`src/source/mem_pkg.sv`:
```
package mem_pkg;

    // bank geometry, one bank is 2048 x 32 bit (8 KiB)
    localparam int MEM_DEPTH  = 2048;
    localparam int WORD_W     = 32;
    localparam int WADDR_W    = $clog2(MEM_DEPTH);           // 11 bit word address
    localparam int BYTE_SEL_W = 2;                            // byte offset bits, ignored
    localparam int BUS_ADDR_W = WADDR_W + BYTE_SEL_W + 1;     // word addr + offset + bank bit
    localparam int BANK_BIT   = BUS_ADDR_W - 1;               // msb of the apb byte address

    // bank select values seen on paddr[BANK_BIT]
    localparam logic BANK_OUT = 1'b0;   // bus writes, fabric reads
    localparam logic BANK_IN  = 1'b1;   // fabric writes, bus reads only

    // one memory word
    typedef logic [WORD_W-1:0] word_t;

    // word address inside a bank
    typedef logic [WADDR_W-1:0] word_addr_t;

    // apb byte address
    // [13]   bank select
    // [12:2] word address
    // [1:0]  ignored, no sub-word access
    typedef logic [BUS_ADDR_W-1:0] bus_addr_t;

endpackage

```
`src/source/bram_if.sv`:
```
`timescale 1ns/10ps

// one port of a block memory
// rdata follows an enabled read access by one cycle
interface bram_if import mem_pkg::*; ();

    logic       en;     // port enable
    logic       we;     // write when en is high, read otherwise
    word_addr_t addr;   // word address
    word_t      wdata;
    word_t      rdata;  // registered in the memory

    // side that issues accesses
    modport user (
        output en,
        output we,
        output addr,
        output wdata,
        input  rdata
    );

    // side that holds the array
    modport mem (
        input  en,
        input  we,
        input  addr,
        input  wdata,
        output rdata
    );

endinterface

```
`src/source/apb_bram_bridge.sv`:
```
`timescale 1ns/10ps

// apb completer in front of port a of both banks
//
// write  setup, access (pready high, word written at the end of it)
// read   setup, access (memory read, pready low),
//        access (pready high, prdata from the memory register)
// a write to the input bank is refused with pslverr and not performed
module apb_bram_bridge
    import mem_pkg::*;
(
    input  logic      clk,
    input  logic      rst,
    input  logic      psel,
    input  logic      penable,
    input  logic      pwrite,
    input  bus_addr_t paddr,
    input  word_t     pwdata,
    output word_t     prdata,
    output logic      pready,
    output logic      pslverr,
    bram_if.user      out_bank,     // port a of the output bank
    bram_if.user      in_bank       // port a of the input bank
);

    typedef enum logic [1:0] {
        IDLE,       // waiting for setup or a write access
        RD_WAIT,    // first access cycle of a read, memory access issued
        RD_DONE     // second access cycle, data on prdata
    } state_t;

    state_t     state;
    logic       bank;       // bank select of the current transfer
    logic       rd_bank;    // bank the pending read went to
    logic       wr_acc;     // write access cycle
    logic       rd_acc;     // read issued this cycle
    word_addr_t waddr;

    assign bank   = paddr[BANK_BIT];
    assign waddr  = paddr[BANK_BIT-1:BYTE_SEL_W];  // byte offset dropped
    assign wr_acc = (state == IDLE) && psel && penable && pwrite;
    assign rd_acc = (state == RD_WAIT);

    // reads advance from the setup cycle, writes finish in IDLE
    always_ff @(posedge clk) begin
        if (rst) begin
            state   <= IDLE;
            rd_bank <= BANK_OUT;
        end else begin
            case (state)
                IDLE: if (psel && !penable && !pwrite) state <= RD_WAIT;
                RD_WAIT: begin
                    state   <= RD_DONE;
                    rd_bank <= bank;     // picks the rdata in RD_DONE
                end
                default: state <= IDLE;  // RD_DONE, transfer over
            endcase
        end
    end

    // output bank, read and write
    assign out_bank.en    = (wr_acc || rd_acc) && (bank == BANK_OUT);
    assign out_bank.we    = wr_acc;
    assign out_bank.addr  = waddr;
    assign out_bank.wdata = pwdata;

    // input bank, read only from the bus
    assign in_bank.en    = rd_acc && (bank == BANK_IN);
    assign in_bank.we    = 1'b0;
    assign in_bank.addr  = waddr;
    assign in_bank.wdata = pwdata;

    assign pready  = wr_acc || (state == RD_DONE);
    assign pslverr = wr_acc && (bank == BANK_IN);   // write protection
    assign prdata  = (rd_bank == BANK_IN) ? in_bank.rdata : out_bank.rdata;

endmodule

```
`src/flat_wrapper.sv`:
```
// flat-port wrapper written by rule: the top's interface ports become plain ports
module apb_bram_bridge_flat import mem_pkg::*;
  (clk, rst, psel, penable, pwrite, paddr, pwdata, prdata, pready, pslverr, out_bank_en, out_bank_we, out_bank_addr, out_bank_wdata, out_bank_rdata, in_bank_en, in_bank_we, in_bank_addr, in_bank_wdata, in_bank_rdata);
  bram_if out_bank_i ();
  bram_if in_bank_i ();
  input  logic clk;
  input  logic rst;
  input  logic psel;
  input  logic penable;
  input  logic pwrite;
  input  bus_addr_t paddr;
  input  word_t pwdata;
  output word_t prdata;
  output logic pready;
  output logic pslverr;
  output wire logic [$bits(out_bank_i.en)-1:0] out_bank_en;
  output wire logic [$bits(out_bank_i.we)-1:0] out_bank_we;
  output wire logic [$bits(out_bank_i.addr)-1:0] out_bank_addr;
  output wire logic [$bits(out_bank_i.wdata)-1:0] out_bank_wdata;
  input wire logic [$bits(out_bank_i.rdata)-1:0] out_bank_rdata;
  output wire logic [$bits(in_bank_i.en)-1:0] in_bank_en;
  output wire logic [$bits(in_bank_i.we)-1:0] in_bank_we;
  output wire logic [$bits(in_bank_i.addr)-1:0] in_bank_addr;
  output wire logic [$bits(in_bank_i.wdata)-1:0] in_bank_wdata;
  input wire logic [$bits(in_bank_i.rdata)-1:0] in_bank_rdata;
  assign out_bank_en = out_bank_i.en;
  assign out_bank_we = out_bank_i.we;
  assign out_bank_addr = out_bank_i.addr;
  assign out_bank_wdata = out_bank_i.wdata;
  assign out_bank_i.rdata = out_bank_rdata;
  assign in_bank_en = in_bank_i.en;
  assign in_bank_we = in_bank_i.we;
  assign in_bank_addr = in_bank_i.addr;
  assign in_bank_wdata = in_bank_i.wdata;
  assign in_bank_i.rdata = in_bank_rdata;
  apb_bram_bridge u_core (.clk(clk), .rst(rst), .psel(psel), .penable(penable), .pwrite(pwrite), .paddr(paddr), .pwdata(pwdata), .prdata(prdata), .pready(pready), .pslverr(pslverr), .out_bank(out_bank_i), .in_bank(in_bank_i));
endmodule
```
`config.mk`:
```
export PLATFORM = sky130hd
export DESIGN_NAME = apb_bram_bridge_flat
export DESIGN_NICKNAME = d
export VERILOG_FILES = /design/src/source/mem_pkg.sv /design/src/source/bram_if.sv /design/src/source/apb_bram_bridge.sv /design/src/flat_wrapper.sv
export SDC_FILE = /design/constraint.sdc
export NUM_CORES = 1
export LEC_CHECK = 0
export BUFFER_PORTS_ARGS = -buffer_cell sky130_fd_sc_hd__buf_2
export CELL_PAD_IN_SITES_DETAIL_PLACEMENT = 1
export CELL_PAD_IN_SITES_GLOBAL_PLACEMENT = 1
export CORE_MARGIN = 1
export CORE_UTILIZATION = 16
export CTS_BUF_LIST = sky130_fd_sc_hd__clkbuf_8
export CTS_CLUSTER_SIZE = 8
export DETAILED_ROUTE_END_ITERATION = 7
export GPL_ROUTABILITY_DRIVEN = 0
export GPL_TIMING_DRIVEN = 0
export PLACE_DENSITY_LB_ADDON = 0.1
export SLEW_MARGIN = 5
export SYNTH_ARGS = -nofsm -noshare
export SYNTH_HDL_FRONTEND = slang
export SYNTH_SLANG_ARGS = --single-unit
```
`constraint.sdc`:
```
create_clock -name clk -period 1.25 [get_ports clk]
set_input_delay 0.0625 -clock clk [delete_from_list [all_inputs] [get_ports clk]]
set_output_delay 0.0625 -clock clk [all_outputs]
set_load 0.05 [all_outputs]
```
==> metrics.md <==
| Metric | Value |
|---|---|
| Layout cells sized above 1 | `94.99%` |
| Flops & latches, synth | `3` |
| Clock Tree Buf Depth | `2` |
| Compound-gate portion of the synthesized area | `less than 1%` |
| CTS Hold Bufs | `0` |
| Clk network pwr share | `around 14%` |
| Clk pin slew, worst setup/hold paths | `roughly 30 ps` |
| CP top delay family | `buffers and inverters` |
| CP Data Required Time | `about 1200 ps` |
| Yosys cell types | `15` |
| Switching share of power | `54.02%` |
| Antenna-violating nets left | `0` |
| WP buf/inv | `3` |
| Starting density of the core | `approximately 17%` |
| Crit-path cells | `buf_8 > buf_12 > mux2_4 > buf_6` |
| Area grow syn2layout | `102.4%` |
| Avg WL per Cell | `11.57 um` |
| Post-synthesis cell area | `1338 um2` |
| PwrDens | `702.2 nW/um2` |
| First-pass GRT wire length | `7.189 mm` |
| Synth Area in Simple Gates | `roughly 5.6%` |
| Met2 routed WL | `~2.8 mm` |
| Final Non-Filler Cells | `441` |
| Final slew viol count | `0` |
| CP Class | `register to output pin` |
| Internal power | `874.2 uW` |
| H-Tree Depth | `1` |
| Critical Path Max Stage Delay | `320 ps` |
| Port bufs | `roughly 190` |
| Total CTS buffers | `3` |
| Final setup margin | `-90.87 ps` |
| Max VDD drop | `approximately 0.00051 V` |
| Grt ovf | `0` |
| Critical Path AT | `1280 ps` |
| Area of the core | `7888 um2` |
| Placed Instances | `between 400 and 500` |
| Clock skew | `1.214 ps` |
| Critical R2R Launch | `u_core.state[1]` |
| Setup crit end kind | `output pin` |
| Pin count of the biggest net entering global routing | `11` |
| # DRC | `0` |
| Top sig layer | `met3` |
| Largest family of logic cells by synthesized area | `buffers and inverters` |
| Initial antenna violation count | `0` |
| Count of TritonRoute iterations in the first routing pass | `2` |
| Crit path max fanout | `10` |
| Adder-Cell Fraction of Synth Area | `0%` |
| CTS tree | `yes` |
| FILL cells | `1000` |
| RSZ-0062 raised after global routing | `true` |
| Routed vias/inst | `3.592` |
| Ys Warns | `0` |
| Combinational share of power | `80.7%` |
| Final net count | `around 460` |
| Post-layout min period | `1341 ps` |
| Critical path startpoint category | `register` |
| Xor and xnor area share after synthesis | `0%` |
| Mux cell area share after synthesis | `35.08%` |
| Pre-CTS WS | `around 63 ps` |
| Total Wirelength | `5.101 mm` |
| Max cap viols | `0` |
| Sw power | `1.027 mW` |
| Total track usage | `10.21%` |
| Avg Inst Size Synth | `9.419 um2` |
| Root Driver | `clkbuf_8` |
| I/O Pins | `roughly 240` |
| # diodes | `0` |
| Violated checks | `negative setup slack` |
| Num rows | `32` |
| Final hold vios | `0` |
| Die area | `8729 um2` |
| Sequential area share after synthesis | `around 4.5%` |
| Vias in the first global route | `1575` |
| Hold Crit Start | `rst` |
| Slowest-stage cell, CP | `dfxtp_2` |
| Worst min path class | `primary input to register` |
| Setup TNS | `-2536 ps` |
| Status | `finished with violations` |
| Via count | `1584` |
| Synth Net Count | `257` |
| Die height | `93.43 um` |
| CP Launch Point | `u_core.rd_bank` |
| DR iter-0 viols | `6` |
| HPWL after detailed placement | `4.645 mm` |
| DIE WIDTH | `93.43 um` |
| Met3 wire length | `681 um` |
| Leakage | `1.600 nW` |
| Routed metal-1 wire length | `1.595 mm` |
| WHS | `53.19 ps` |
| Setup violators final | `30` |
| Sequential power share | `5.3%` |
| Clk sinks | `3` |
| Cells after Synth | `~140` |
| Worst-Skew Late Latency | `210 ps` |
| Fin util | `34.33%` |
| Tcrit/Tclk final | `107.3%` |
| Max Clk Rate | `0.7458 GHz` |
worst paths after layout:
kind,to,slack [ps],depth (start not counted)
max reg2reg,u_core.rd_bank,370,3
min reg2reg,u_core.state[1],540,2
max,prdata[5],-90,4
min,u_core.rd_bank,50,2
cell type report:
class	count	area [um2]	share of cell area, %
clock inverter	1	3.754	0.1386
clock buffer	3	41.29	1.525
buffer	91	728.2	26.89
timing repair buffer	193	1181	43.62
tap	102	127.6	4.713
sequential	3	61.31	2.264
multi-input combinational	48	564.3	20.84
synth_stat cells:
cell type | instances | area, um2
buf_4 | 87 | 653.1
mux2_4 | 29 | 435.4
nor2_1 | 7 | 26.28
buf_12 | 3 | 60.06
dfxtp_1 | 3 | 60.06
mux2_2 | 3 | 33.78
and3_1 | 2 | 12.51
a21oi_1 | 1 | 5.000
and2_1 | 1 | 6.260
and3b_1 | 1 | 8.760
and4b_1 | 1 | 10.01
buf_6 | 1 | 11.26
conb_1 | 1 | 3.750
nand2b_1 | 1 | 6.260
nor3_1 | 1 | 5.000
metrics by stage:
stage	area (um2)	power [mW]
5_1_grt	2708	1.982
4_1_cts	2696	1.922
3_5_place_dp	2431	1.546
6_report	2708	1.901
2_1_floorplan	1343	1.244
3_3_place_gp	2431	1.538
layer usage:
metal  vias up  GRT usage (%)
met1       689          8.839
li1        767              -
met2       128          22.55
met5         -              0
met3         0          3.659
met4         0         0.3846
kinds of logic after synthesis:
family                 count (synthesis)
other                                  1
flip-flops                             3
AND/OR/NAND/NOR                       14
multiplexers                          32
AO/OA/AOI/OAI                          1
buffers and inverters                 91
flip-flops by register name, summed over array words and instances, names as in the netlist:
| register | count |
|---|---|
| u_core.rd_bank | 1 |
| u_core.state | 2 |
placed cells by master, fill, tap and decap left out, drive strengths merged:
| cell type | instances |
|---|---|
| mux2 | 32 |
| a21oi | 1 |
| nand2b | 1 |
| dfxtp | 3 |
| and2 | 1 |
| inv | 1 |
| conb | 1 |
| buf | 282 |
| clkbuf | 5 |
| nor2 | 7 |
| and3b | 1 |
| nor3 | 1 |
| and4b | 1 |
| and3 | 2 |
what timing repair did:
action | CTS | global route
endpoints found under the setup margin | 32 | 34
setup buffers | 1 | 0
resized for setup | 68 | 4
power groups by stage:
stage / Sequential [mW] / Clock (mW) / Combinational, mW
after floorplan: 0.101 / 0 / 1.14
after global placement: 0.102 / 0 / 1.44
after detailed placement: 0.102 / 0 / 1.44
after CTS: 0.101 / 0.278 / 1.54
after global routing: 0.102 / 0.289 / 1.59
final: 0.101 / 0.267 / 1.53
No activity file was read; power rests on OpenSTA's default activity.
