### config.mk
export PLATFORM = sky130hd
export DESIGN_NAME = bram_to_vector_flat
export DESIGN_NICKNAME = d
export VERILOG_FILES = /design/src/source/mem_pkg.sv /design/src/source/vec_pkg.sv /design/src/source/bram_if.sv /design/src/source/bram_to_vector.sv /design/src/flat_wrapper.sv
export SDC_FILE = /design/constraint.sdc
export NUM_CORES = 1
export LEC_CHECK = 0
export ABC_AREA = 1
export BUFFER_PORTS_ARGS = -buffer_cell sky130_fd_sc_hd__buf_2
export CAP_MARGIN = 0
export CORE_UTILIZATION = 40
export DETAILED_ROUTE_END_ITERATION = 10
export PLACE_DENSITY_LB_ADDON = 0.3
export SYNTH_ARGS = -nofsm -noshare
export SYNTH_HDL_FRONTEND = slang
export SYNTH_SLANG_ARGS = --single-unit
### constraint.sdc
create_clock -name clk -period 2.3 [get_ports clk]
set_clock_uncertainty 0.05 [all_clocks]
set_input_delay 0 -clock clk [delete_from_list [all_inputs] [get_ports clk]]
set_output_delay 0 -clock clk [all_outputs]
set_load 0.05 [all_outputs]
### src/source/mem_pkg.sv
package mem_pkg;

    // bank geometry, one bank is 2048 x 32 bit (8 KiB)
    localparam int MEM_DEPTH  = 2048;
    localparam int WORD_W     = 32;
    localparam int WADDR_W    = $clog2(MEM_DEPTH);           // 11 bit word address
    localparam int BYTE_SEL_W = 2;                            // byte offset bits, ignored
    localparam int BUS_ADDR_W = WADDR_W + BYTE_SEL_W + 1;     // word addr + offset + bank bit
    localparam int BANK_BIT   = BUS_ADDR_W - 1;               // msb of the apb byte address

    // bank select values seen on paddr[BANK_BIT]
    localparam logic BANK_OUT = 1'b0;   // bus writes, fabric reads
    localparam logic BANK_IN  = 1'b1;   // fabric writes, bus reads only

    // one memory word
    typedef logic [WORD_W-1:0] word_t;

    // word address inside a bank
    typedef logic [WADDR_W-1:0] word_addr_t;

    // apb byte address
    // [13]   bank select
    // [12:2] word address
    // [1:0]  ignored, no sub-word access
    typedef logic [BUS_ADDR_W-1:0] bus_addr_t;

endpackage

### src/source/vec_pkg.sv
package vec_pkg;
    import mem_pkg::*;

    // fabric vector length in words, kept well below MEM_DEPTH
    localparam int VLEN = 8;

    // cycles per sweep, has to be larger than VLEN + 2 so the
    // read pipeline and the done pulse fit inside one period
    localparam int SCAN_PERIOD = 64;

    localparam int VEC_W = VLEN * WORD_W;          // 256 bit vector
    localparam int CNT_W = $clog2(SCAN_PERIOD);    // 6 bit sweep counter

    // word k sits at bits [32k +: 32]
    typedef logic [VEC_W-1:0] vec_t;

    // free running sweep position, 0 .. SCAN_PERIOD-1
    typedef logic [CNT_W-1:0] scan_cnt_t;

    // counter values both engines compare against
    localparam scan_cnt_t CNT_LAST = scan_cnt_t'(SCAN_PERIOD - 1);  // wrap point
    localparam scan_cnt_t CNT_VLEN = scan_cnt_t'(VLEN);             // first count past the words

endpackage

### src/source/bram_if.sv
`timescale 1ns/10ps

// one port of a block memory
// rdata follows an enabled read access by one cycle
interface bram_if import mem_pkg::*; ();

    logic       en;     // port enable
    logic       we;     // write when en is high, read otherwise
    word_addr_t addr;   // word address
    word_t      wdata;
    word_t      rdata;  // registered in the memory

    // side that issues accesses
    modport user (
        output en,
        output we,
        output addr,
        output wdata,
        input  rdata
    );

    // side that holds the array
    modport mem (
        input  en,
        input  we,
        input  addr,
        input  wdata,
        output rdata
    );

endinterface

### src/source/bram_to_vector.sv
`timescale 1ns/10ps

// sweeps the first VLEN words of the output bank over and over
// and lays them side by side in out_vec
//
// count k (k < VLEN)  read word k
// count k+1           word k arrives, slice k loaded at the end of the cycle
// count VLEN+1        sweep_done, every slice holds this sweep's word
module bram_to_vector
    import mem_pkg::*, vec_pkg::*;
(
    input  logic  clk,
    input  logic  rst,
    bram_if.user  mem,          // port b of the output bank, read only
    output vec_t  out_vec,
    output logic  sweep_done
);

    scan_cnt_t  cnt;        // sweep position
    logic       rd_pend;    // a read was issued last cycle
    word_addr_t rd_slot;    // slice index of that read

    // free running sweep counter
    // the wrap back to zero doubles as the periodic restart
    always_ff @(posedge clk) begin
        if (rst) begin
            cnt <= '0;
        end else if (cnt == CNT_LAST) begin
            cnt <= '0;
        end else begin
            cnt <= cnt + 1'b1;
        end
    end

    // one read per cycle while inside the vector
    assign mem.en    = (cnt < CNT_VLEN);
    assign mem.we    = 1'b0;                // this port never writes
    assign mem.addr  = word_addr_t'(cnt);   // word k at count k
    assign mem.wdata = '0;

    // returning word goes to the slice of the address that fetched it,
    // rd_slot lags the address by exactly the memory latency
    always_ff @(posedge clk) begin
        if (rst) begin
            rd_pend    <= 1'b0;
            rd_slot    <= '0;
            out_vec    <= '0;
            sweep_done <= 1'b0;
        end else begin
            rd_pend <= mem.en;
            rd_slot <= mem.addr;
            if (rd_pend) begin
                out_vec[rd_slot*WORD_W +: WORD_W] <= mem.rdata;
            end
            // last slice lands at the end of count VLEN,
            // so the pulse covers count VLEN+1
            sweep_done <= (cnt == CNT_VLEN);
        end
    end

endmodule

### src/flat_wrapper.sv
// flat-port wrapper written by rule: the top's interface ports become plain ports
module bram_to_vector_flat import mem_pkg::*, vec_pkg::*;
  (clk, rst, out_vec, sweep_done, mem_en, mem_we, mem_addr, mem_wdata, mem_rdata);
  bram_if mem_i ();
  input  logic clk;
  input  logic rst;
  output vec_t out_vec;
  output logic sweep_done;
  output wire logic [$bits(mem_i.en)-1:0] mem_en;
  output wire logic [$bits(mem_i.we)-1:0] mem_we;
  output wire logic [$bits(mem_i.addr)-1:0] mem_addr;
  output wire logic [$bits(mem_i.wdata)-1:0] mem_wdata;
  input wire logic [$bits(mem_i.rdata)-1:0] mem_rdata;
  assign mem_en = mem_i.en;
  assign mem_we = mem_i.we;
  assign mem_addr = mem_i.addr;
  assign mem_wdata = mem_i.wdata;
  assign mem_i.rdata = mem_rdata;
  bram_to_vector u_core (.clk(clk), .rst(rst), .mem(mem_i), .out_vec(out_vec), .sweep_done(sweep_done));
endmodule
==> impl_metrics.yaml <==
critical_path:
  path_cells: "nor2_4 > nand3b_1 > nor2_1 > ha_1 > inv_2 > nor2_4 > nand3_4 > nor2_4 > nand3_4 > nor2_4 > clkbuf_16 > nor2_1 > nor2_1"
  cp_slowest_stage_delay_ns: 0.37
  cp.arrival_ns: 2.67
  startpoint_type: "flip-flop"
  timing.critical_path.max_delay_family: "simple AND/OR/NAND/NOR gates"
  critical_path.endpoint_type: "flip-flop"
  setup.worst_path.class: "flip-flop to flip-flop"
  worst_path_most_repeated_cell: "sky130_fd_sc_hd__nor2_4"
  timing.critical_path.required_ns: 2.73
  critPathMaxFanout: 8
  worst_path_max_delay_cell: "sky130_fd_sc_hd__dfxtp_4"
  worst-path-buf-inv: 2
power:
  power_density_nw_per_um2: 711.1
  ir_worst_vdd_v: 0.0005426
  power_leakage_nw: 7.316
drt:
  drt-vias-per-instance: 5.009
  drt_first_pass_iters: 7
  vias: 12380
  drc: 0
  totalWireLength_um: 41240
  postRouteAntennaNets: 0
  detail_route.wl_per_cell_um: 16.68
  first_iter_violations: 994
global_routing:
  grt_pass1_vias: 11110
  groute.layer.met3.usage_pct: 4.673
  grt_first_pass_wirelength_um: 62160
  met1_track_demand_over_resource_pct: 34.34
  antenna_found_initial: 0
  met2_usage_pct: 41.70
  grt_util_all_layers_pct: 25.51
  top_usage_layer: "met2"
  grt_overflow: 0
  grt_start_max_net_pins: 69
synth:
  synth.avg_cell_area_um2: 6.793
  post_synth_instance_area_um2: 12140
  syn-instance-count: 1787
  synth.most_common_cell: "sky130_fd_sc_hd__nor2_1"
  synth-async-reset-ratio_pct: 0
  synth_area_leader_cell: "sky130_fd_sc_hd__dfxtp_1"
  register_area_share_after_synthesis_pct: 44.53
  synth_area_leaders: "sky130_fd_sc_hd__dfxtp_1 45%, sky130_fd_sc_hd__nor2_1 15%, sky130_fd_sc_hd__nand2_1 7.8%"
  post_synth_top_area_share_pct: 44.53
  edff_count_synth: 0
  yosys-top-cells-count: "490 x sky130_fd_sc_hd__nor2_1, 270 x sky130_fd_sc_hd__dfxtp_1, 251 x sky130_fd_sc_hd__nand2_1"
  synth-seq-cells: 270
  synth_ff_type: "sky130_fd_sc_hd__dfxtp_1"
  synth.distinct_cells: 29
  synth_warnings: 0
worst_hold_path:
  hold_path_class: "primary input to flip-flop"
sta:
  worst-slew-pin-transition_ns: 0.7269
  final_max_slew_viol_count: 0
  highest_achievable_clock_rate_ghz: 0.4453
  fin_crit_ns: 2.246
  setup_viol: 0
  finalHoldViolCount: 0
  timing.final.ws_setup_ns: 0.05422
  rsz0062_at_grt: "yes"
  min_period_over_period_pct: 97.64
  timing.slew.headroom_pct: 51.54
clock_tree:
  h_tree_levels: 1
  clk_path_buf_depth: 3
  path_clk_slew_ns: 0.06
  cts.root.buffer_cell: "sky130_fd_sc_hd__clkbuf_16"
  numCtsBuffers: 31
  cts.sink_count: 270
  clk_latency_ns: 0.55
  clock_tree_from_tritoncts: "built"
job:
  max_cap_viol_count: 0
floorplan:
  die_height_um: 176.2
  number_of_placement_rows: 63
  core-area_um2: 29720
  die_footprint_um2: 31050
  floorplan.die.width_um: 176.2
  initial_core_util_pct: 40.85
  boundaryPins: 336
outcome:
  outcome: "finished clean"
placement:
  placedInstanceArea_um2: 13930
  gp_congestion: 0.8971
  dp_hpwl_um: 28540
  io_buffers: 297
  post-place-ws_ns: 0.04161
finish:
  fillCellCount: 2941
  antenna_cells_inserted: 0
  layout.nets: 2097
  post-route-cell-area_um2: 15440
  drive_above_1_share_pct: 20.75
  final_util_pct: 51.95
  area_growth_pct: 27.17
-- routing by layer --
metal	routed length [um]	vias to the layer above
met4	977	0
met2	19260	515
met5	0	-
li1	-	6113
met1	17760	5685
met3	3239	70
-- power by group --
part           switching [mW]  internal (mW)  total, mW
Sequential             0.0156           4.70       4.71
Combinational           0.936          0.290       1.23
Clock                    1.98           3.06       5.04
-- state kept, by name, summed over array words and instances, names as in the netlist --
register / flops
u_core.out_vec: 256
u_core.cnt: 6
u_core.rd_slot: 6
u_core.rd_pend: 1
u_core.sweep_done: 1
-- worst reg2reg max path, cell delays in order, from the launching register on --
cell and delay, ns:
sky130_fd_sc_hd__dfxtp_4 0.37, sky130_fd_sc_hd__nor2_4 0.05, sky130_fd_sc_hd__nand3b_1 0.12, sky130_fd_sc_hd__nor2_1 0.06
sky130_fd_sc_hd__ha_1 0.29, sky130_fd_sc_hd__inv_2 0.06, sky130_fd_sc_hd__nor2_4 0.09, sky130_fd_sc_hd__nand3_4 0.13
sky130_fd_sc_hd__nor2_4 0.20, sky130_fd_sc_hd__nand3_4 0.12, sky130_fd_sc_hd__nor2_4 0.27, sky130_fd_sc_hd__clkbuf_16 0.22
sky130_fd_sc_hd__nor2_1 0.04, sky130_fd_sc_hd__nor2_1 0.10
-- timing repair --
action,4_1_cts,5_1_grt
setup buffers,0,1
hold buffers,33,0
endpoints found under the setup margin,0,224
endpoints found under the hold margin,137,0
gates resized for setup,0,19
-- placed cells by master, fill, tap and decap left out, types with 3 or more instances in the layout --
cell type / instances
sky130_fd_sc_hd__bufinv_16: 3
sky130_fd_sc_hd__conb_1: 38
sky130_fd_sc_hd__clkbuf_8: 8
sky130_fd_sc_hd__buf_12: 17
sky130_fd_sc_hd__buf_4: 26
sky130_fd_sc_hd__clkbuf_1: 6
sky130_fd_sc_hd__inv_1: 177
sky130_fd_sc_hd__nand2_2: 4
sky130_fd_sc_hd__nor2_4: 9
sky130_fd_sc_hd__dlygate4sd3_1: 33
sky130_fd_sc_hd__nor2_1: 481
sky130_fd_sc_hd__clkinv_2: 5
sky130_fd_sc_hd__nand2_1: 249
sky130_fd_sc_hd__nand3_1: 109
sky130_fd_sc_hd__nor3_1: 5
sky130_fd_sc_hd__buf_2: 297
sky130_fd_sc_hd__dfxtp_1: 266
sky130_fd_sc_hd__o21ai_0: 86
sky130_fd_sc_hd__nor3_4: 3
sky130_fd_sc_hd__nand4_1: 128
sky130_fd_sc_hd__ha_1: 3
sky130_fd_sc_hd__nor2_2: 8
sky130_fd_sc_hd__clkbuf_16: 33
sky130_fd_sc_hd__dfxtp_2: 3
sky130_fd_sc_hd__a21oi_1: 66
sky130_fd_sc_hd__inv_2: 4
-- final timing paths --
kind / start / endpoint / slack [ns] / depth (start not counted)
setup / recovery: u_core.rd_slot[2] / u_core.out_vec[47] / 0.05 / 13
hold / removal: mem_rdata[20] / u_core.out_vec[20] / 0.33 / 6
setup reg to reg: u_core.rd_slot[2] / u_core.out_vec[47] / 0.05 / 13
hold reg to reg: u_core.cnt[0] / u_core.cnt[0] / 0.41 / 1
-- through the flow --
stage | setup TNS [ns] | total power [mW] | hold slack [ns] | cells
after global routing | -0.6963 | 11.33 | 0.3469 | 2472
after global placement | 0 | 5.967 | 0.3227 | 2379
after CTS | 0 | 11.01 | 0.3003 | 2468
after detailed placement | 0 | 5.973 | 0.3316 | 2379
final | 0 | 10.98 | 0.3332 | 2472
after floorplan | 0 | 5.672 | 0.1672 | 1824
-- cell type report --
cell class                      count  area, um2  area share [%]
Clock buffer                       45      908.4           5.884
Clock inverter                     11      140.1          0.9078
Inverter                          183      694.4           4.498
Multi-Input combinational cell   1197       5380           34.85
Sequential cell                   270       5413           35.06
Tap cell                          390      488.0           3.161
Timing Repair Buffer              376       2414           15.63
-- cell families (layout without fill, tap and decap cells) --
family	Yosys count	in the layout	share of synthesized area (%)
simple gates	1001	1001	35.64
buf+inv	357	615	12.99
flops	270	270	44.53
compound gates	153	153	6.329
fa+ha+maj	4	4	0.4123
other cells	1	38	0.03089
xor+xnor	1	1	0.07216
Note: power is estimated with default switching activity, not from simulation.
